## config.mk

```make
export PLATFORM = sky130hd
export DESIGN_NAME = icache_refill_buffer
export DESIGN_NICKNAME = d
export VERILOG_FILES = /design/src/icache_addr_pkg.sv /design/src/icache_refill_buffer.sv
export VERILOG_INCLUDE_DIRS = /design/src
export SDC_FILE = /design/constraint.sdc
export NUM_CORES = 1
export LEC_CHECK = 0
export BUFFER_PORTS_ARGS = -buffer_cell sky130_fd_sc_hd__buf_2
export CORE_MARGIN = 2
export CORE_UTILIZATION = 35
export CTS_BUF_LIST = sky130_fd_sc_hd__clkbuf_8
export CTS_CLUSTER_SIZE = 14
export DETAILED_ROUTE_END_ITERATION = 7
export GPL_TIMING_DRIVEN = 0
export PLACE_DENSITY = 0.57
export SLEW_MARGIN = 20
export SYNTH_ARGS = -nofsm -noshare
export SYNTH_HDL_FRONTEND = slang
export SYNTH_SLANG_ARGS = --single-unit
```

## constraint.sdc

```tcl
create_clock -name clk -period 2.94 [get_ports clk]
set_input_delay 0.441 -clock clk [delete_from_list [all_inputs] [get_ports clk]]
set_output_delay 0.441 -clock clk [all_outputs]
set_load 0.05 [all_outputs]
```

## src/icache_config.svh

```systemverilog
// Size and width settings of the instruction cache, included by the packages, RTL and testbench
`ifndef ICACHE_CONFIG_SVH
`define ICACHE_CONFIG_SVH

////////////////////
// Port widths
////////////////////

// Byte address on the fetch port
`define FETCH_ADDR_WIDTH 32

// One instruction word per fetch
`define FETCH_DATA_WIDTH 32

// One full cache line per refill response
`define REFILL_DATA_WIDTH 128

////////////////////
// Cache geometry
////////////////////

// Associativity
`define NB_WAYS 2

// Total capacity in bytes, all ways together
`define CACHE_SIZE 512

// Outstanding line addresses between controller and refill port
`define REFILL_BUFF_DEPTH 2

`endif

```

## src/icache_addr_pkg.sv

```systemverilog
// Address side types of the instruction cache: fetch address fields and stored tag entry
`include "icache_config.svh"

package icache_addr_pkg;

   // Line size in bytes and derived field widths
   localparam int unsigned LINE_BYTES     = `REFILL_DATA_WIDTH / 8;
   localparam int unsigned NB_SETS        = `CACHE_SIZE / (`NB_WAYS * LINE_BYTES);
   localparam int unsigned OFFSET_WIDTH   = $clog2(LINE_BYTES);
   localparam int unsigned INDEX_WIDTH    = $clog2(NB_SETS);
   localparam int unsigned WORD_SEL_WIDTH = $clog2(`REFILL_DATA_WIDTH / `FETCH_DATA_WIDTH);
   localparam int unsigned TAG_WIDTH      = `FETCH_ADDR_WIDTH - INDEX_WIDTH - OFFSET_WIDTH;

   typedef logic [`FETCH_ADDR_WIDTH-1:0] fetch_addr_t;
   typedef logic [TAG_WIDTH-1:0]         tag_t;
   typedef logic [INDEX_WIDTH-1:0]       index_t;
   typedef logic [WORD_SEL_WIDTH-1:0]    word_sel_t;

   // One tag storage row, valid bit on top
   typedef struct packed {
      logic valid;
      tag_t tag;
   } tag_entry_t;

   // Field extraction, address layout is tag | index | offset
   function automatic tag_t addr_tag(fetch_addr_t addr);
      return addr[`FETCH_ADDR_WIDTH-1 -: TAG_WIDTH];
   endfunction

   function automatic index_t addr_index(fetch_addr_t addr);
      return addr[OFFSET_WIDTH +: INDEX_WIDTH];
   endfunction

   // Word position skips the byte-in-word bits
   function automatic word_sel_t addr_word_sel(fetch_addr_t addr);
      return addr[OFFSET_WIDTH-1 -: WORD_SEL_WIDTH];
   endfunction

   // Line aligned address, offset bits cleared
   function automatic fetch_addr_t line_base(fetch_addr_t addr);
      return {addr[`FETCH_ADDR_WIDTH-1:OFFSET_WIDTH], {OFFSET_WIDTH{1'b0}}};
   endfunction

endpackage

```

## src/icache_refill_buffer.sv

```systemverilog
// Small FIFO of line-aligned refill addresses between the cache controller and the refill port
`include "icache_config.svh"

module icache_refill_buffer (
   input  logic                         clk,
   input  logic                         rst_n,
   // Push side, from the controller
   input  logic                         push_req_i,
   input  icache_addr_pkg::fetch_addr_t push_addr_i,
   output logic                         push_gnt_o,
   // Pop side, external refill port
   output logic                         refill_req_o,
   output icache_addr_pkg::fetch_addr_t refill_addr_o,
   input  logic                         refill_gnt_i
);
   import icache_addr_pkg::*;

   localparam int unsigned DEPTH     = `REFILL_BUFF_DEPTH;
   localparam int unsigned PTR_WIDTH = (DEPTH > 1) ? $clog2(DEPTH) : 1;

   fetch_addr_t          entry_q [DEPTH];
   logic [PTR_WIDTH-1:0] wr_ptr_q;
   logic [PTR_WIDTH-1:0] rd_ptr_q;
   logic [PTR_WIDTH:0]   count_q;
   logic                 push;
   logic                 pop;

   ////////////////////
   // Handshakes
   ////////////////////

   // Accept while a slot is free
   assign push_gnt_o = (count_q != (PTR_WIDTH+1)'(DEPTH));
   assign push       = push_req_i & push_gnt_o;

   // Head entry stays put until the port grants it
   assign refill_req_o  = (count_q != '0);
   assign refill_addr_o = entry_q[rd_ptr_q];
   assign pop           = refill_req_o & refill_gnt_i;

   ////////////////////
   // Pointers and count
   ////////////////////

   always_ff @(posedge clk, negedge rst_n) begin
      if (!rst_n) begin
         wr_ptr_q <= '0;
         rd_ptr_q <= '0;
         count_q  <= '0;
      end else begin
         if (push) begin
            wr_ptr_q <= (wr_ptr_q == PTR_WIDTH'(DEPTH-1)) ? '0 : wr_ptr_q + 1'b1;
         end
         if (pop) begin
            rd_ptr_q <= (rd_ptr_q == PTR_WIDTH'(DEPTH-1)) ? '0 : rd_ptr_q + 1'b1;
         end
         // Simultaneous push and pop leave the count alone
         case ({push, pop})
            2'b10:   count_q <= count_q + 1'b1;
            2'b01:   count_q <= count_q - 1'b1;
            default: count_q <= count_q;
         endcase
      end
   end

   // Entry storage, offset bits zeroed on the way in
   always_ff @(posedge clk) begin
      if (push) begin
         entry_q[wr_ptr_q] <= line_base(push_addr_i);
      end
   end

endmodule

```

Yosys cells after proc, flatten, opt, wreduce, memory -nomap -nowiden
Memory sizes are Yosys's and may differ from the RTL's.
Index checks and enable logic that the tools add are counted.
Widths: inputs -> output; s select.
- register bits: 4
- RAM bits: 56
- input bits: 36
- output and inout bits: 34
- word-level logic and storage cells: 20
- memories: 1
- memory list (name ; depth ; bits a word ; read ports ; clocked after Yosys merged registers in ; write ports ; line ; RTL):
    entry_q ; 2 ; 28 ; 1 ; 0 ; 1 ; icache_refill_buffer.sv:21 ; fetch_addr_t entry_q [DEPTH];
- add/subtract/negate cells: 4
- eq/ne operators: 3
- muxes and demuxes: 5
- bitwise logic cells: 2
- reduce and logical (&&, ||, !) cells: 2
- operators with widths (kind ; number):
    $mux 1 ; 4
    $pmux 2 s2 ; 1
    $reduce_bool 2->1 ; 2
    $add 1x1->1 const B ; 2
    $add 2x1->2 const B ; 1
    $and 1x1->1 ; 2
    $eq 2x1->1 const B ; 1
    $eq 2x2->1 const B ; 1
    $ne 2x2->1 const B ; 1
    $sub 2x1->2 const B ; 1

Depth between registers and ports, before layout
- depth after elaboration: 4
- depth in mapped cells: 6
- gate-level depth less buffers: 6

Worst setup path before layout
No wires, ideal clock.
- path kind: reg2reg
- start: reg count_q[0]
- end: mem entry_q[0][0] in the netlist's numbering, enable pin
- setup time: 0.413 ns
- arrival: 2.269 ns
- data required time: 2.527 ns
- setup slack: 0.258 ns
- stages on the path, launching flop included: 4
- path buffers: 0
- clock period less this slack: 2.682 ns
- path through: dfrtp_1 -> nand2b_1 -> nand2_1 -> nor2_1
- longest elaborated chain between the ends: 4
- ends and longest elaborated chain (element ; line ; RTL):
    start, declared ; icache_refill_buffer.sv:24 ; logic [PTR_WIDTH:0] count_q;
    start signal, assigned ; icache_refill_buffer.sv:59 ; 2'b10: count_q <= count_q + 1'b1;
    start signal, assigned ; icache_refill_buffer.sv:60 ; 2'b01: count_q <= count_q - 1'b1;
    start signal, assigned ; icache_refill_buffer.sv:61 ; default: count_q <= count_q;
    $ne 2x2->1 ; icache_refill_buffer.sv:33 ; assign push_gnt_o = (count_q != (PTR_WIDTH+1)'(DEPTH));
    named net push_gnt_o ; icache_refill_buffer.sv:10 ; output logic push_gnt_o,
    $and 1x1->1 ; icache_refill_buffer.sv:34 ; assign push = push_req_i & push_gnt_o;
    $mux 1 ; icache_refill_buffer.sv:68 ; if (push) begin
    $mux 1 (implied by the code) ; icache_refill_buffer.sv:69 ; entry_q[wr_ptr_q] <= line_base(push_addr_i);
    end, declared ; icache_refill_buffer.sv:21 ;
The timed path passes the listed nets, and every way through them passes these cells.

Worst setup path in the final report
- start: reg rd_ptr_q
- end: out refill_addr_o[13]
- longest elaborated chain between the ends: 1
- ends and longest elaborated chain (element ; line ; RTL):
    start, declared ; icache_refill_buffer.sv:23 ; logic [PTR_WIDTH-1:0] rd_ptr_q;
    start signal, assigned ; icache_refill_buffer.sv:55 ; rd_ptr_q <= (rd_ptr_q == PTR_WIDTH'(DEPTH-1)) ? '0 : rd_ptr_q + 1'b1;
    $mem_v2 2x28 ; - ;
    end, declared ; icache_refill_buffer.sv:13 ; output icache_addr_pkg::fetch_addr_t refill_addr_o,
Every way passes these cells.

==> flow_summary.toml <==
[min_path]
min_from = "push_addr_i[23]"
hold-path-endpoint = "entry_q[1][19]$_DFFE_PP_"
hp-class = "in2reg"
hold_path_depth = 1

[worst_setup_path]
r2r_cells = 2
cp.arrival_ns = 1.54
timing.rr.end = "entry_q[1][23]$_DFFE_PP_"
end_kind = "output port"
path_class = "reg2out"
cp_max_fo = 10
critical_path.startpoint_type = "flip-flop"
critPathRequiredTime_ns = 2.50
r2r_start = "count_q[0]$_DFFE_PN0P_"
ff2ff_setup_slack_ns = 1.31

[yosys]
syn_area_sq_mm = 0.00229
yosysUniqueCellTypes = 17
synth-xor-area-share = 0.0191
ys_warn_count = 0
synth_mux_area_frac = 0.154
synth_compound_area_frac = 0
synth-edff-count = 56
synth_area_per_cell_sq_um = 21.0
yosys.area_share.adder = 0.00546
ys_ff_latch = 60
ys.flop_type = "edfxtp_1"
synth_top_family_by_area = "multiplexers"
synthCells = 109
synth_area_leader_cell = "edfxtp_1"
ys_top_cells_by_area = "edfxtp_1 (73%), mux2_2 (8.8%), mux2_4 (6.6%)"
synth_common_cells = "edfxtp_1 (56), mux2_2 (18), mux2_4 (10)"
yosys.area_share.simple = 0.0169
synth.most_common_cell = "edfxtp_1"
synth.top_cell.area_share = 0.734
ys_seq_area_frac = 0.778
ys_async_sr_fraction = 0.0667

[sta]
worst_slew_pin_slew_ns = 0.702
report.final.slew_viol_count = 0
clock.fmax_mhz = 506
hold_viol_final = 0
rsz0062_at_grt = "false"
finClkSkew_ns = 0.00231
hold_slack_ns = 0.304
finalCritPeriodShare = 0.673
fin_crit_ns = 1.98
fin_tns_setup_ns = 0
slew_headroom = 0.532
setup_viol = 0

[power_and_ir_drop]
power_mw = 3.41
comb_power_share = 0.443
p_switching_mw = 1.39
switching_share = 0.407
p_per_area_mw_per_mm2 = 1170
p_seq_frac = 0.365
ir_drop_uv = 633
leakagePower_nw = 1.17
pwr-share-clk = 0.192
cell_internal_pwr_mw = 2.02

[cts]
cts.path.max_buffers = 2
cts_resized = 0
cts-htree-levels = 3
cts-root-buf = "clkbuf_8"
path_clk_slew_ns = 0.06
cts_num_sinks = 60
numCtsBuffers = 9
clk_latency_ns = 0.32
cts_tree = "built"

[global_routing]
antenna_found_initial = 0
groute.usage.overall = 0.117
grt_max_degree = 29
gr-total-overflow = 0
grt_pass1_vias = 1293
grt_pass1_wl_mm = 6.08

[die]
dieHeight_um = 84.9
initial_core_util = 0.361
core.rowCount = 29
top_level_ports = 70
core_area_sq_mm = 0.00635
dieArea_sq_mm = 0.00721
die_w_um = 84.9

[placed_design]
dp_cells = 251
placed_area_sq_mm = 0.00274
dp_hpwl_mm = 2.66
place_congestion = 0.699
port-buffer-count = 61

[drt]
drc_errors = 0
ant_nets = 0
drt_iter0_drc = 41
first_pass_iters = 4
wl_mm = 3.91
viasPerCell = 4.40
vias = 1176
drt-wirelength-per-cell_um = 14.6

[run]
maxCapViolations = 0

[outcome]
status = "complete, no violations"

[layout]
antennaDiodeCount = 0
final_cells = 267
syn2layout_area_growth_pct = 27.6
final_area_sq_mm = 0.00292
nNetsFinal = 223
layout-drive-gt1-share = 0.584
[power groups by stage]
stage | sequential (mW) | clock (mW) | combinational [mW]
floorplan | 1.24 | 0 | 1.22
global placement | 1.25 | 0 | 1.48
detailed placement | 1.26 | 0 | 1.53
CTS | 1.25 | 0.682 | 1.54
global route | 1.26 | 0.719 | 1.59
finish | 1.24 | 0.656 | 1.51
[worst max-delay path, cell delays in order (launching register included)]
cell and delay [ns]:
dfrtp_1 0.35, buf_6 0.16, buf_6 0.18, mux2_4 0.31
buf_2 0.21
[cells in the final DEF, fill, tap and decap left out, types with 3 or more instances in the layout]
cell type / count
mux2_2: 18
edfxtp_1: 56
clkbuf_8: 9
conb_1: 4
buf_4: 4
inv_1: 3
xnor2_1: 3
dfrtp_1: 4
mux2_4: 10
buf_2: 62
[sequential cells by signal, indices dropped and copies added, names as in the netlist]
| name | cells |
|---|---|
| wr_ptr_q | 1 |
| count_q | 2 |
| entry_q | 56 |
| rd_ptr_q | 1 |
[metal layers]
metal / global-route usage / up-vias / part of all wire
li1: - / 562 / -
met1: 0.115 / 564 / 0.39
met2: 0.205 / 44 / 0.53
met3: 0.0477 / 6 / 0.062
met4: 0.0736 / 0 / 0.024
met5: 0 / - / 0
[worst max-delay path by stage]
stage / startpoint / endpoint / slack [ns] / cells past startpoint
floorplan: count_q[0]$_DFFE_PN0P_ / entry_q[0][0]$_DFFE_PP_ / 0.26 / 3
global placement: count_q[0]$_DFFE_PN0P_ / entry_q[0][11]$_DFFE_PP_ / 0.07 / 3
detailed placement: rd_ptr_q$_DFFE_PN0P_ / refill_addr_o[13] / 1.29 / 4
CTS: rd_ptr_q$_DFFE_PN0P_ / refill_addr_o[13] / 0.92 / 4
global route: rd_ptr_q$_DFFE_PN0P_ / refill_addr_o[27] / 0.86 / 4
finish: rd_ptr_q$_DFFE_PN0P_ / refill_addr_o[13] / 0.96 / 4
[timing repair]
item,in CTS,in global routing
endpoints found under the hold margin,4,0
hold buffers,1,0
setup buffers,0,0
[cell type report]
type | instances | area (sq um)
clock inverter | 6 | 50.0
multi-input combinational | 45 | 472
clock buffer | 9 | 124
tap | 77 | 96.3
fill | 563 | 3430
sequential | 60 | 1780
timing repair buffer | 63 | 343
buffer | 7 | 57.6
[logic make-up (layout without fill, tap and decap cells)]
kind of cell | count (synthesis) | count (layout)
other cells | 1 | 4
simple gates | 7 | 7
flops | 60 | 60
xor+xnor | 5 | 5
fa+ha+maj | 1 | 1
buf+inv | 7 | 85
mux | 28 | 28
[through the flow]
step / setup WS [ns] / util
4_1_cts: 0.922 / 0.460
6_report: 0.962 / 0.460
3_3_place_gp: 0.0725 / 0.426
3_5_place_dp: 1.29 / 0.432
5_1_grt: 0.859 / 0.460
2_1_floorplan: 0.258 / -
No activity file was read; power rests on OpenSTA's default activity.
