<file path="config.mk">
export PLATFORM = sky130hd
export DESIGN_NAME = icache_way_ram_flat
export DESIGN_NICKNAME = d
export VERILOG_FILES = /design/src/icache_addr_pkg.sv /design/src/icache_ram_if.sv /design/src/icache_way_ram.sv /design/src/flat_wrapper.sv
export VERILOG_INCLUDE_DIRS = /design/src
export SDC_FILE = /design/constraint.sdc
export NUM_CORES = 1
export LEC_CHECK = 0
export ABC_AREA = 0
export BUFFER_PORTS_ARGS = -buffer_cell sky130_fd_sc_hd__buf_2
export CELL_PAD_IN_SITES_DETAIL_PLACEMENT = 0
export CELL_PAD_IN_SITES_GLOBAL_PLACEMENT = 2
export CORE_MARGIN = 10
export CORE_UTILIZATION = 40
export CTS_CLUSTER_DIAMETER = 200
export DETAILED_ROUTE_END_ITERATION = 16
export GPL_TIMING_DRIVEN = 1
export PLACE_DENSITY_LB_ADDON = 0.1
export SLEW_MARGIN = 40
export SYNTH_ARGS = -nofsm -noshare
export SYNTH_HDL_FRONTEND = slang
export SYNTH_SLANG_ARGS = --single-unit
</file>
<file path="constraint.sdc">
create_clock -name clk -period 4.3 [get_ports clk]
set_clock_uncertainty 0.2 [all_clocks]
set_input_delay 0 -clock clk [delete_from_list [all_inputs] [get_ports clk]]
set_output_delay 0 -clock clk [all_outputs]
set_load 0.01 [all_outputs]
</file>
<file path="src/icache_config.svh">
// Size and width settings of the instruction cache, included by the packages, RTL and testbench
`ifndef ICACHE_CONFIG_SVH
`define ICACHE_CONFIG_SVH

////////////////////
// Port widths
////////////////////

// Byte address on the fetch port
`define FETCH_ADDR_WIDTH 32

// One instruction word per fetch
`define FETCH_DATA_WIDTH 32

// One full cache line per refill response
`define REFILL_DATA_WIDTH 128

////////////////////
// Cache geometry
////////////////////

// Associativity
`define NB_WAYS 2

// Total capacity in bytes, all ways together
`define CACHE_SIZE 512

// Outstanding line addresses between controller and refill port
`define REFILL_BUFF_DEPTH 2

`endif

</file>
<file path="src/icache_addr_pkg.sv">
// Address side types of the instruction cache: fetch address fields and stored tag entry
`include "icache_config.svh"

package icache_addr_pkg;

   // Line size in bytes and derived field widths
   localparam int unsigned LINE_BYTES     = `REFILL_DATA_WIDTH / 8;
   localparam int unsigned NB_SETS        = `CACHE_SIZE / (`NB_WAYS * LINE_BYTES);
   localparam int unsigned OFFSET_WIDTH   = $clog2(LINE_BYTES);
   localparam int unsigned INDEX_WIDTH    = $clog2(NB_SETS);
   localparam int unsigned WORD_SEL_WIDTH = $clog2(`REFILL_DATA_WIDTH / `FETCH_DATA_WIDTH);
   localparam int unsigned TAG_WIDTH      = `FETCH_ADDR_WIDTH - INDEX_WIDTH - OFFSET_WIDTH;

   typedef logic [`FETCH_ADDR_WIDTH-1:0] fetch_addr_t;
   typedef logic [TAG_WIDTH-1:0]         tag_t;
   typedef logic [INDEX_WIDTH-1:0]       index_t;
   typedef logic [WORD_SEL_WIDTH-1:0]    word_sel_t;

   // One tag storage row, valid bit on top
   typedef struct packed {
      logic valid;
      tag_t tag;
   } tag_entry_t;

   // Field extraction, address layout is tag | index | offset
   function automatic tag_t addr_tag(fetch_addr_t addr);
      return addr[`FETCH_ADDR_WIDTH-1 -: TAG_WIDTH];
   endfunction

   function automatic index_t addr_index(fetch_addr_t addr);
      return addr[OFFSET_WIDTH +: INDEX_WIDTH];
   endfunction

   // Word position skips the byte-in-word bits
   function automatic word_sel_t addr_word_sel(fetch_addr_t addr);
      return addr[OFFSET_WIDTH-1 -: WORD_SEL_WIDTH];
   endfunction

   // Line aligned address, offset bits cleared
   function automatic fetch_addr_t line_base(fetch_addr_t addr);
      return {addr[`FETCH_ADDR_WIDTH-1:OFFSET_WIDTH], {OFFSET_WIDTH{1'b0}}};
   endfunction

endpackage

</file>
<file path="src/icache_ram_if.sv">
// One read/write port of a way's storage, shared by tag and data ways through a type parameter
interface icache_ram_if #(
   parameter type entry_t = logic
);
   import icache_addr_pkg::*;

   // Read returns rdata one cycle after rd_en
   logic   rd_en;
   // Write lands at the edge with wr_en high
   logic   wr_en;
   index_t addr;
   entry_t wdata;
   // Holds its value while rd_en is low
   entry_t rdata;

   // Controller side
   modport ctrl (
      output rd_en,
      output wr_en,
      output addr,
      output wdata,
      input  rdata
   );

   // Storage side
   modport mem (
      input  rd_en,
      input  wr_en,
      input  addr,
      input  wdata,
      output rdata
   );

endinterface

</file>
<file path="src/icache_way_ram.sv">
// Storage of one cache way, one row per set, instantiated once for tags and once for lines
module icache_way_ram #(
   parameter type entry_t = logic
) (
   input logic        clk,
   input logic        rst_n,
   icache_ram_if.mem  port_mem
);
   import icache_addr_pkg::*;

   // One entry per set
   entry_t mem_q [NB_SETS];

   // Write port
   // Valid bits are cleared by the flush walk, not here
   always_ff @(posedge clk) begin
      if (port_mem.wr_en) begin
         mem_q[port_mem.addr] <= port_mem.wdata;
      end
   end

   // Synchronous read register
   // Keeps the last read while idle
   always_ff @(posedge clk, negedge rst_n) begin
      if (!rst_n) begin
         port_mem.rdata <= '0;
      end else if (port_mem.rd_en) begin
         // Old contents on a same-cycle write
         port_mem.rdata <= mem_q[port_mem.addr];
      end
   end

endmodule

</file>
<file path="src/flat_wrapper.sv">
// flat-port wrapper written by rule: the top's interface ports become plain ports
module icache_way_ram_flat import icache_addr_pkg::*;
#(
   parameter type entry_t = logic
)
  (clk, rst_n, port_mem_rd_en, port_mem_wr_en, port_mem_addr, port_mem_wdata, port_mem_rdata);
  icache_ram_if #(.entry_t(entry_t)) port_mem_i ();
  input logic clk;
  input logic rst_n;
  input wire logic [$bits(port_mem_i.rd_en)-1:0] port_mem_rd_en;
  input wire logic [$bits(port_mem_i.wr_en)-1:0] port_mem_wr_en;
  input wire logic [$bits(port_mem_i.addr)-1:0] port_mem_addr;
  input wire logic [$bits(port_mem_i.wdata)-1:0] port_mem_wdata;
  output wire logic [$bits(port_mem_i.rdata)-1:0] port_mem_rdata;
  assign port_mem_i.rd_en = port_mem_rd_en;
  assign port_mem_i.wr_en = port_mem_wr_en;
  assign port_mem_i.addr = port_mem_addr;
  assign port_mem_i.wdata = port_mem_wdata;
  assign port_mem_rdata = port_mem_i.rdata;
  icache_way_ram #(.entry_t(entry_t)) u_core (.clk(clk), .rst_n(rst_n), .port_mem(port_mem_i));
endmodule
</file>
Word level (Yosys, flattened, before mapping):

Memory sizes are Yosys's and may differ from the RTL's. A register that Yosys moved wholly into a read port is not among the register bits.
Index checks and enable logic that the tools add are counted.

* multiplexer cells: 2
* reductions and logical operators: 1

Operators with widths (count)
* $mux 1: 2
* $logic_not 1->1: 1

* register bits: 0
* memory bits (writable): 16
* output and inout bits: 1
* logic and storage cells: 4
* memories kept: 1

Memory list
* u_core.mem_q: depth 16, bits a word 1, rd ports 1, clocked after memory_dff 1, wr ports 1, RTL line icache_way_ram.sv:12 `entry_t mem_q [NB_SETS];`

Logic depth before layout (Yosys ltp):

Gate-level depths: netlist of run 1.

* word-level depth: 2
* gate-level depth with buffers: 5

Worst setup path before layout of run 1:

No wires, ideal clock.

* kind: register -> register
* from: memory u_core.mem_q[11] (netlist name)
* to: register u_core.port_mem.rdata, read port of u_core.mem_q
* library setup time: 124 ps
* arrival time: 1195 ps
* setup slack: 2781 ps
* stages on the path, launching flop included: 5
* buffers on the path: 0
* period minus slack after synthesis: 1519 ps
* cells stage by stage: edfxtp_1 mux4_2 nor2b_1 nor4_1 a211o_1

RTL lines
* start: declaration: RTL line icache_way_ram.sv:12
* end: declaration: RTL line icache_ram_if.sv:31 `output rdata`

==> results of run 1 <==
layout by cell type, fill, tap and decap left out:
cell / netlist / final
sky130_fd_sc_hd__nor2_1: 17 / 17
sky130_fd_sc_hd__edfxtp_1: 16 / 16
sky130_fd_sc_hd__buf_2: 1 / 9
sky130_fd_sc_hd__dlygate4sd3_1: 0 / 5
sky130_fd_sc_hd__mux2_2: 3 / 3
sky130_fd_sc_hd__clkbuf_4: 0 / 3
sky130_fd_sc_hd__nand3b_1: 2 / 2
sky130_fd_sc_hd__nor2b_1: 2 / 2
sky130_fd_sc_hd__nor4_1: 2 / 2
sky130_fd_sc_hd__nand2b_1: 1 / 1
sky130_fd_sc_hd__or3b_2: 1 / 1
sky130_fd_sc_hd__nand2_1: 1 / 1
sky130_fd_sc_hd__nand3_1: 1 / 1
sky130_fd_sc_hd__or2b_1: 1 / 1
sky130_fd_sc_hd__or2_2: 1 / 1
sky130_fd_sc_hd__inv_1: 1 / 1
sky130_fd_sc_hd__mux4_2: 1 / 1
sky130_fd_sc_hd__o22ai_1: 1 / 1
sky130_fd_sc_hd__a211oi_1: 1 / 1
sky130_fd_sc_hd__mux4_1: 1 / 1
sky130_fd_sc_hd__o21ai_0: 1 / 1
sky130_fd_sc_hd__a211o_1: 1 / 1
sky130_fd_sc_hd__clkbuf_1: 0 / 1
sky130_fd_sc_hd__dfrtp_1: 1 / 1
layer usage:
layer,up-vias,wire (µm)
met4,0,6
met5,-,0
met2,14,589
met3,2,100
li1,246,-
met1,236,720
cell type report:
| class | instances | area, µm² |
|---|---|---|
| Clock buffer | 4 | 26.3 |
| Timing Repair Buffer | 14 | 95.1 |
| Multi-Input combinational cell | 38 | 251 |
| Inverter | 1 | 3.75 |
| Fill cell | 171 | 851 |
| Tap cell | 25 | 31.3 |
| Sequential cell | 17 | 505 |
worst min-delay path by stage:
stage,depth (start not counted),start,to,slack (ns)
2_1_floorplan,0,rst_n,u_core.port_mem.rdata,-0.50
3_5_place_dp,1,rst_n,u_core.port_mem.rdata,-0.42
6_report,3,port_mem_wr_en,u_core.mem_q[15],0.01
3_3_place_gp,1,rst_n,u_core.port_mem.rdata,-0.42
4_1_cts,3,port_mem_wr_en,u_core.mem_q[15],0.01
5_1_grt,3,port_mem_wr_en,u_core.mem_q[15],0.01
state kept, by name, summed over array words and instances, names as in the netlist:
name,count
u_core.mem_q,16
u_core.port_mem.rdata,1
tightest hold or removal path: cells and delay by family:
family        cells  cell delay, ns
simple gates      2            0.20
buf+inv           1            0.12
cell families (layout without fill, tap and decap cells):
kind of cell    Yosys count  count (layout)  share of synthesized area (%)
simple gates             29              29                           18.5
flops                    17              17                           66.0
mux                       5               5                           10.8
compound gates            4               4                           3.60
buf+inv                   2              19                           1.14
power by group:
group | total, µW | leakage, µW | internal, µW | switching, µW
Sequential | 187 | 0.000157 | 185 | 1.38
Clock | 80.6 | 0.0000150 | 36.0 | 44.6
Combinational | 32.3 | 0.000147 | 15.6 | 16.7
Total | 299 | 0.000319 | 237 | 62.7
metrics by stage:
stage | cells | hold slack (ns)
6_report | 99 | 0.0116
3_3_place_gp | 90 | -0.421
2_1_floorplan | 57 | -0.496
3_5_place_dp | 90 | -0.421
5_1_grt | 99 | 0.0142
4_1_cts | 99 | 0.0103
repair_timing:
action	CTS	global route
setup endpoints to repair	0	0
hold buffers	5	0
endpoints found under the hold margin	18	0
resized for setup	0	0
==> results.yml, run 1 <==
status:
  status: "finished clean"
floorplanning:
  dieArea_um2: 4060
  initial_utilization_pct: 43.4
  floorplan.io_pins: 10
  core_area_um2: 1760
  chipHeight_um: 63.8
  num_rows: 15
  die_w_um: 63.8
worst_setup_path:
  worstSetupStartpoint: "u_core.mem_q[11]"
  worst_path_largest_cell_delay_ns: 0.55
  timing.reg2reg.worst_path_depth: 5
  rr_endpoint: "u_core.port_mem.rdata"
  path_cells: "mux4_2 -> nor2b_1 -> nor4_1 -> a211o_1 -> dlygate4sd3_1"
  critical_path_required_ns: 4.27
  critical_path_peak_fanout: 1
  launch_instance_of_the_worst_register_to_register_path: "u_core.mem_q[11]"
  critical-path-slowest-cell: "sky130_fd_sc_hd__dlygate4sd3_1"
  crit_type: "flip-flop to flip-flop"
  crit_path_end_kind: "flip-flop"
  critical_path_depth_in_cells: 5
  worstSetupStartpointType: "flip-flop"
  setup.worst_path.end: "u_core.port_mem.rdata"
  critical_path_buffer_and_inverter_count: 1
  cp_top_family: "buffers and inverters"
  critical_path_arrival_ns: 2.12
  ff2ff_setup_slack_ns: 2.15
sta:
  timing.final.crit_period_ns: 2.15
  setup_total_negative_slack_ns: 0
  timing_hold_violations_final: 0
  rsz0062_at_grt: "no"
  worst-slew-pin-transition_ns: 0.274
  max-slew-margin-rel_pct: 81.6
  final_max_slew_viol_count: 0
  max_freq_ghz: 0.466
  layout_worst_path_cycle_share_pct: 49.9
  setup_violators_final: 0
  timing.final.ws_setup_ns: 2.15
synth:
  mappedNetlistArea_um2: 766
  postSynth.asyncResetShare_pct: 5.88
  synthDominantAreaCellType: "sky130_fd_sc_hd__edfxtp_1"
  synth_cell_type_count: 21
  synth_nets: 66
  ys_top_cells_by_area: "sky130_fd_sc_hd__edfxtp_1 (63%), sky130_fd_sc_hd__nor2_1 (8.3%), sky130_fd_sc_hd__mux2_2 (4.4%)"
  synth_edf_count: 16
  ys_seq_elements: 17
  post-synth-top-area-fraction_pct: 62.7
  ys.warnings.count: 0
  postSynthCellCount: 57
  synthTopCellsByCount: "sky130_fd_sc_hd__nor2_1 (17), sky130_fd_sc_hd__edfxtp_1 (16), sky130_fd_sc_hd__mux2_2 (3)"
  seq_area_frac_synth_pct: 66.0
  syn_avg_cell_area_um2: 13.4
  ys_dominant_reg_cell: "sky130_fd_sc_hd__edfxtp_1"
  synth.most_common_cell: "sky130_fd_sc_hd__nor2_1"
drt:
  routed-via-count: 498
  wl_per_cell_um: 14.3
  detail_route.iter0.violations: 21
  drt_wl_total_um: 1420
  route.antenna.remaining_nets: 0
  post-route-drc-count: 0
  post_drt_via_cell_ratio: 5.03
  detailedRoute.firstPassIterationCount: 4
finish:
  fin_util_pct: 51.8
  area_delta_synth_final_pct: 19.3
  final_design_area_no_fill_um2: 913
  layout-drive-gt1-share_pct: 24.3
  final_net_count: 84
  antenna-diode-count: 0
placement:
  port_buffers: 9
  pre_cts_slack_ns: 2.70
  post-dp-hpwl_um: 1000
  placement.cell_area_um2: 837
  place_congestion: 0.673
clock_network:
  post_cts.repair.setup_buffers: 0
  cts_inserted_buffers: 3
  cts_root_buffer: "sky130_fd_sc_hd__clkbuf_4"
  worst_skew_pair.late_latency_ns: 0.28
  clkSlewWorstSetupHoldPaths_ns: 0.09
  clk_path_buf_depth: 2
  h_tree_lvls: 1
  tritoncts_num_sinks: 17
  cts_tree: "built"
hold_path:
  holdCritPathClass: "primary input to flip-flop"
grt:
  total_congestion_overflow_after_global_routing: 0
  use_met3_pct: 3.14
  groute.layer.met1.usage_pct: 9.62
  vias_in_the_first_global_route: 535
  grt_pass1_wl_um: 2440
  number_of_antenna_violations_at_the_first_check_in_global_routing: 0
  grt_max_degree: 17
  globalRouteMet2Util_pct: 10.9
  gr-max-usage-layer: "met2"
  global_route.usage.total_pct: 7.55
pwr:
  finalPower_uw: 299
  cellPowerDensity_nw_per_um2: 328
  vdd_ir_drop_max_v: 0.000147
  static-leakage-power_uw: 0.000319
flow_run:
  max_cap_viol_count: 0
No activity file was read; power rests on OpenSTA's default activity.
==> run 2: changes to the inputs <==
--- a/config.mk
+++ b/config.mk
@@ -11,7 +11,7 @@
 export CELL_PAD_IN_SITES_DETAIL_PLACEMENT = 0
 export CELL_PAD_IN_SITES_GLOBAL_PLACEMENT = 2
 export CORE_MARGIN = 10
-export CORE_UTILIZATION = 40
+export CORE_UTILIZATION = 37
 export CTS_CLUSTER_DIAMETER = 200
 export DETAILED_ROUTE_END_ITERATION = 16
 export GPL_TIMING_DRIVEN = 1
==> constraint.sdc (replaced) <==
create_clock -name clk -period 2 [get_ports clk]
set_clock_uncertainty 0.2 [all_clocks]
set_input_delay 0 -clock clk [delete_from_list [all_inputs] [get_ports clk]]
set_output_delay 0 -clock clk [all_outputs]
set_load 0.01 [all_outputs]
==> run 2 against run 1 <==
  * Sequential power grew 110%
  * Via count grew 1.0%
  * Total power grew 120%
  * Count of clock-buffer cells in the layout shrank 1
  * Final cell count grew 3.0%
  * Core utilization shrank 4.5 points
  * Sequential share of layout area shrank 0.82 points
  * First-iteration DRC count shrank 9.5%
  * Combinational power grew 110%
  * Worst setup slack lost 1.7 ns
  * Global-route usage shrank 0.098 points
  * Critical endpoint is now u_core.mem_q[9]
  * Largest power group unchanged
==> results.yml, run 2 (synthesis gave the netlist of run 1 again) <==
floorplanning:
  num_rows: 16
  chipHeight_um: 65.5
  die_w_um: 65.5
  core_area_um2: 1960
  dieArea_um2: 4290
  initial_utilization_pct: 39.0
  floorplan.io_pins: 10
sta:
  timing_hold_violations_final: 0
  timing.final.crit_period_ns: 1.57
  max-slew-margin-rel_pct: 83.7
  timing.final.ws_setup_ns: 0.427
  layout_worst_path_cycle_share_pct: 78.6
  worst-slew-pin-transition_ns: 0.242
  setup_total_negative_slack_ns: 0
  rsz0062_at_grt: "no"
  final_max_slew_viol_count: 0
  max_freq_ghz: 0.636
  setup_violators_final: 0
grt:
  number_of_antenna_violations_at_the_first_check_in_global_routing: 0
  total_congestion_overflow_after_global_routing: 0
  global_route.usage.total_pct: 7.46
  grt_pass1_wl_um: 2470
  grt_max_degree: 17
  vias_in_the_first_global_route: 515
status:
  status: "finished clean"
finish:
  antenna-diode-count: 0
  layout.area.seq_um2: 505
  top_regs: "u_core.mem_q: 16 flops, u_core.port_mem.rdata: 1 flops"
  regMostFlops: "u_core.mem_q"
  fillers: 204
  area_delta_synth_final_pct: 21.1
  mostFrequentLayoutCell: "sky130_fd_sc_hd__nor2_1"
  fin_util_pct: 47.3
  final_net_count: 85
  largest_register_ffs: 16
  layout-drive-gt1-share_pct: 25.3
  final_cell_mix: "sky130_fd_sc_hd__nor2_1 (17), sky130_fd_sc_hd__edfxtp_1 (16), sky130_fd_sc_hd__buf_2 (9)"
  multi_input_comb_area_um2: 251
drt:
  wl_per_cell_um: 14.8
  wirelength_met1_um: 710
  route.antenna.remaining_nets: 0
  routed-via-count: 503
  drt_wl_total_um: 1510
  detail_route.iter0.violations: 19
  detailedRoute.firstPassIterationCount: 5
  top_signal_layer_used: "met4"
  post-route-drc-count: 0
  wl_met3_um: 97
  detailroute.wirelength.met2_um: 690
  post_drt_via_cell_ratio: 4.93
pwr:
  power.combinational.fraction_pct: 10.5
  power.switching_uw: 148
  power_frac_clock_pct: 28.1
  net_switching_fraction_of_the_power_pct: 22.6
  power.internal_uw: 505
  power_frac_seq_pct: 61.4
  vdd_ir_drop_max_v: 0.000449
  static-leakage-power_uw: 0.000325
  cellPowerDensity_nw_per_um2: 704
worst_setup_path:
  worstSetupStartpointType: "primary input"
  crit_path_end_kind: "flip-flop"
  ff2ff_setup_slack_ns: 0.44
  rr_endpoint: "u_core.port_mem.rdata"
  timing.reg2reg.worst_path_depth: 4
  crit_type: "primary input to flip-flop"
  critical_path_required_ns: 1.80
  critical_path_peak_fanout: 6
  critical_path_arrival_ns: 1.38
  launch_instance_of_the_worst_register_to_register_path: "u_core.mem_q[11]"
clock_network:
  h_tree_lvls: 1
  cts_tree: "built"
  tritoncts_num_sinks: 17
  clk_path_buf_depth: 2
  cts_root_buffer: "sky130_fd_sc_hd__clkbuf_4"
  cts_inserted_buffers: 3
  worst_skew_pair.late_latency_ns: 0.29
  clkSlewWorstSetupHoldPaths_ns: 0.11
  post_cts.repair.setup_buffers: 0
hold_path:
  worst_hold_startpoint: "port_mem_addr[3]"
  min_path_cells: 3
  holdCritPathClass: "primary input to flip-flop"
  min_delay_worst_endpoint: "u_core.mem_q[0]"
flow_run:
  max_cap_viol_count: 0
placement:
  place_congestion: 0.701
  pre_cts_slack_ns: 0.419
  port_buffers: 9
[run 2: cell count changes in the layout (fill, tap and decap cells not counted), sizes merged]
| cell | before | now |
|---|---|---|
| clkinv | 0 | 1 |
| clkbuf | 4 | 3 |
| dlygate4sd3 | 5 | 6 |
[run 2: worst max-delay path, cell delays in order]
cell	delay (ns)
sky130_fd_sc_hd__dlygate4sd3_1	0.54
sky130_fd_sc_hd__buf_2	0.16
sky130_fd_sc_hd__or3b_2	0.53
sky130_fd_sc_hd__nor2_1	0.14
[run 2: layer usage]
layer	vias up	track usage (%)
met5	-	0
met4	0	4.01
met3	2	2.88
met2	11	11.3
met1	244	8.85
li1	246	-
[run 2: layout make-up]
cell class              count  area share (%)
flip-flops and latches     17            54.5
clock inverters             1           0.540
clock buffers               3            2.43
repair buffers             15            11.3
inverters                   1           0.405
well taps                  27            3.64
multi-input cells          38            27.1
[run 2: metrics by stage]
step | hold WS [ns] | std cells | power (µW) | area [µm²]
6_report | 0.0326 | 102 | 653 | 927
5_1_grt | 0.0453 | 102 | 682 | 927
4_1_cts | 0.0287 | 102 | 661 | 927
3_5_place_dp | -0.423 | 92 | 469 | 840
3_3_place_gp | -0.424 | 92 | 469 | 840
2_1_floorplan | -0.496 | 57 | 442 | 766
[run 2: worst max path at each step]
stage | start | to | slack (ns)
after floorplan | u_core.mem_q[11] | u_core.port_mem.rdata | 0.48
after global placement | u_core.mem_q[11] | u_core.port_mem.rdata | 0.42
after detailed placement | u_core.mem_q[10] | u_core.port_mem.rdata | 0.42
after CTS | u_core.mem_q[10] | u_core.port_mem.rdata | 0.41
after global routing | u_core.mem_q[11] | u_core.port_mem.rdata | 0.34
final | port_mem_addr[2] | u_core.mem_q[9] | 0.43
[run 2: timing repair]
item | 4_1_cts | 5_1_grt
gates resized for setup | 0 | 0
hold buffers | 6 | 0
hold endpoints to repair | 21 | 0
setup endpoints to repair | 0 | 0
[run 2: power groups by stage]
stage               logic, µW  clock network (µW)  registers, µW
finish                   68.7                 183            401
global route             76.7                 204            402
CTS                      69.4                 191            401
detailed placement       60.4                   0            409
global placement         60.7                   0            409
floorplan                32.1                   0            410
==> run 3: changes to the inputs <==
==> constraint.sdc (replaced) <==
create_clock -name clk -period 1.5 [get_ports clk]
set_clock_uncertainty 0.2 [all_clocks]
set_input_delay 0 -clock clk [delete_from_list [all_inputs] [get_ports clk]]
set_output_delay 0 -clock clk [all_outputs]
set_load 0.01 [all_outputs]
==> run 3 against run 2 <==
  * The flow now finishes with violations (negative setup slack)
  * Critical path type is now flip-flop to flip-flop
  * Final area increased by 1.2%
  * Flip-flop and latch count stayed put
  * Register-to-register slack worse by 0.50 ns
  * Die area unchanged
  * Critical path depth unchanged
  * Combinational power increased by 41%
  * Highest routed layer unchanged
==> results.yml, run 3 (synthesis gave the netlist of run 1 again) <==
status:
  status: "complete, but fails checks"
  failed_checks: "negative setup slack"
worst_setup_path:
  critical_path_arrival_ns: 1.54
  crit_type: "flip-flop to flip-flop"
  path_cells: "mux4_2 -> nor2b_1 -> nor4_1 -> a211o_1"
  worst_path_largest_cell_delay_ns: 0.47
  critical_path_peak_fanout: 1
  critical-path-slowest-cell: "sky130_fd_sc_hd__mux4_2"
  worstSetupStartpointType: "flip-flop"
  critical_path_required_ns: 1.48
  crit_path_end_kind: "flip-flop"
sta:
  layout_worst_path_cycle_share_pct: 104
  timing.final.ws_setup_ns: -0.0632
  timing.final.crit_period_ns: 1.56
  setup_violators_final: 1
  timing_hold_violations_final: 0
  max-slew-margin-rel_pct: 83.0
  worst-slew-pin-transition_ns: 0.253
  final_max_slew_viol_count: 0
  max_freq_ghz: 0.640
  hold_ws_ns: 0.0201
  rsz0062_at_grt: "yes"
clock_network:
  h_tree_lvls: 1
  post_cts.repair.setup_buffers: 0
  cts_inserted_buffers: 3
  cts_root_buffer: "sky130_fd_sc_hd__clkbuf_4"
  tritoncts_num_sinks: 17
  clk_path_buf_depth: 2
  clkSlewWorstSetupHoldPaths_ns: 0.10
  worst_skew_pair.late_latency_ns: 0.28
  cts_tree: "built"
floorplanning:
  floorplan.io_pins: 10
  die_w_um: 65.5
  num_rows: 16
  initial_utilization_pct: 39.0
  dieArea_um2: 4290
  chipHeight_um: 65.5
  core_area_um2: 1960
grt:
  global_route.usage.total_pct: 8.07
  grt_max_degree: 17
  number_of_antenna_violations_at_the_first_check_in_global_routing: 0
  grt_pass1_wl_um: 2660
  total_congestion_overflow_after_global_routing: 0
  vias_in_the_first_global_route: 558
finish:
  antenna-diode-count: 0
  fin_cells: 104
  layout-drive-gt1-share_pct: 31.2
  regMostFlops: "u_core.mem_q"
  area_delta_synth_final_pct: 22.5
  largest_register_ffs: 16
  final_cell_mix: "sky130_fd_sc_hd__nor2_1 (16), sky130_fd_sc_hd__edfxtp_1 (16), sky130_fd_sc_hd__buf_2 (9)"
  final_design_area_no_fill_um2: 938
  final_net_count: 87
  top_regs: "u_core.mem_q: 16 flops, u_core.port_mem.rdata: 1 flops"
pwr:
  cellPowerDensity_nw_per_um2: 928
  vdd_ir_drop_max_v: 0.000525
  static-leakage-power_uw: 0.000330
placement:
  post-dp-hpwl_um: 1120
  placement.cell_area_um2: 858
  port_buffers: 9
  placed_cells_incl_taps: 95
  place_congestion: 0.687
  pre_cts_slack_ns: -0.0733
drt:
  detail_route.iter0.violations: 15
  detailedRoute.firstPassIterationCount: 4
  wl_per_cell_um: 14.8
  drt_wl_total_um: 1540
  post-route-drc-count: 0
  post_drt_via_cell_ratio: 4.84
  routed-via-count: 503
  route.antenna.remaining_nets: 0
flow_run:
  max_cap_viol_count: 0
hold_path:
  holdCritPathClass: "primary input to flip-flop"
[run 3: per-layer routing]
metal,wire [µm],track usage [%]
met2,680,11.3
met3,87,3.22
met5,0,0
met1,761,10.7
met4,9,3.21
[run 3: cell type report]
cell class | count | area (µm²)
Inverter | 1 | 3.75
Sequential cell | 17 | 505
Timing Repair Buffer | 17 | 118
Tap cell | 27 | 33.8
Fill cell | 199 | 1020
Multi-Input combinational cell | 38 | 250
Clock inverter | 1 | 5.00
Clock buffer | 3 | 22.5
[run 3: worst paths after layout]
check	from	to	slack [ns]	cells past startpoint
max in group asynchronous	rst_n	u_core.port_mem.rdata	0.66	3
min in group asynchronous	rst_n	u_core.port_mem.rdata	0.33	3
setup reg to reg	u_core.mem_q[11]	u_core.port_mem.rdata	-0.06	4
setup / recovery	u_core.mem_q[11]	u_core.port_mem.rdata	-0.06	4
hold reg to reg	u_core.port_mem.rdata	u_core.port_mem.rdata	0.30	1
hold / removal	port_mem_wr_en	u_core.mem_q[14]	0.02	3
[run 3: repair_timing]
item	in CTS	in global routing
pin swaps	1	0
hold buffers	5	0
endpoints found under the hold margin	18	0
setup endpoints to repair	1	1
gates resized for setup	0	1
[run 3: metrics by stage]
step / total power (µW) / setup TNS, ns / util [%]
final: 870 / -0.0632 / 47.8
after CTS: 881 / -0.0790 / 47.7
after floorplan: 590 / -0.0154 / -
after global placement: 632 / -0.0645 / 43.8
after global routing: 918 / -0.146 / 47.8
after detailed placement: 633 / -0.0733 / 43.8
[run 3: power by group]
part	leakage, µW	switching [µW]	total, µW	internal (µW)
clock network	0.0000177	140	239	99.0
registers	0.000157	3.54	534	531
logic	0.000156	49.8	97.2	47.4
total	0.000330	193	870	677
[run 3: worst max-delay path, delay by kind of cell (launching register included)]
kind | cells | cell delay, ns
and+or+nand+nor | 2 | 0.20
AOI/OAI and AO/OA | 1 | 0.22
muxes | 1 | 0.47
DFF | 1 | 0.37
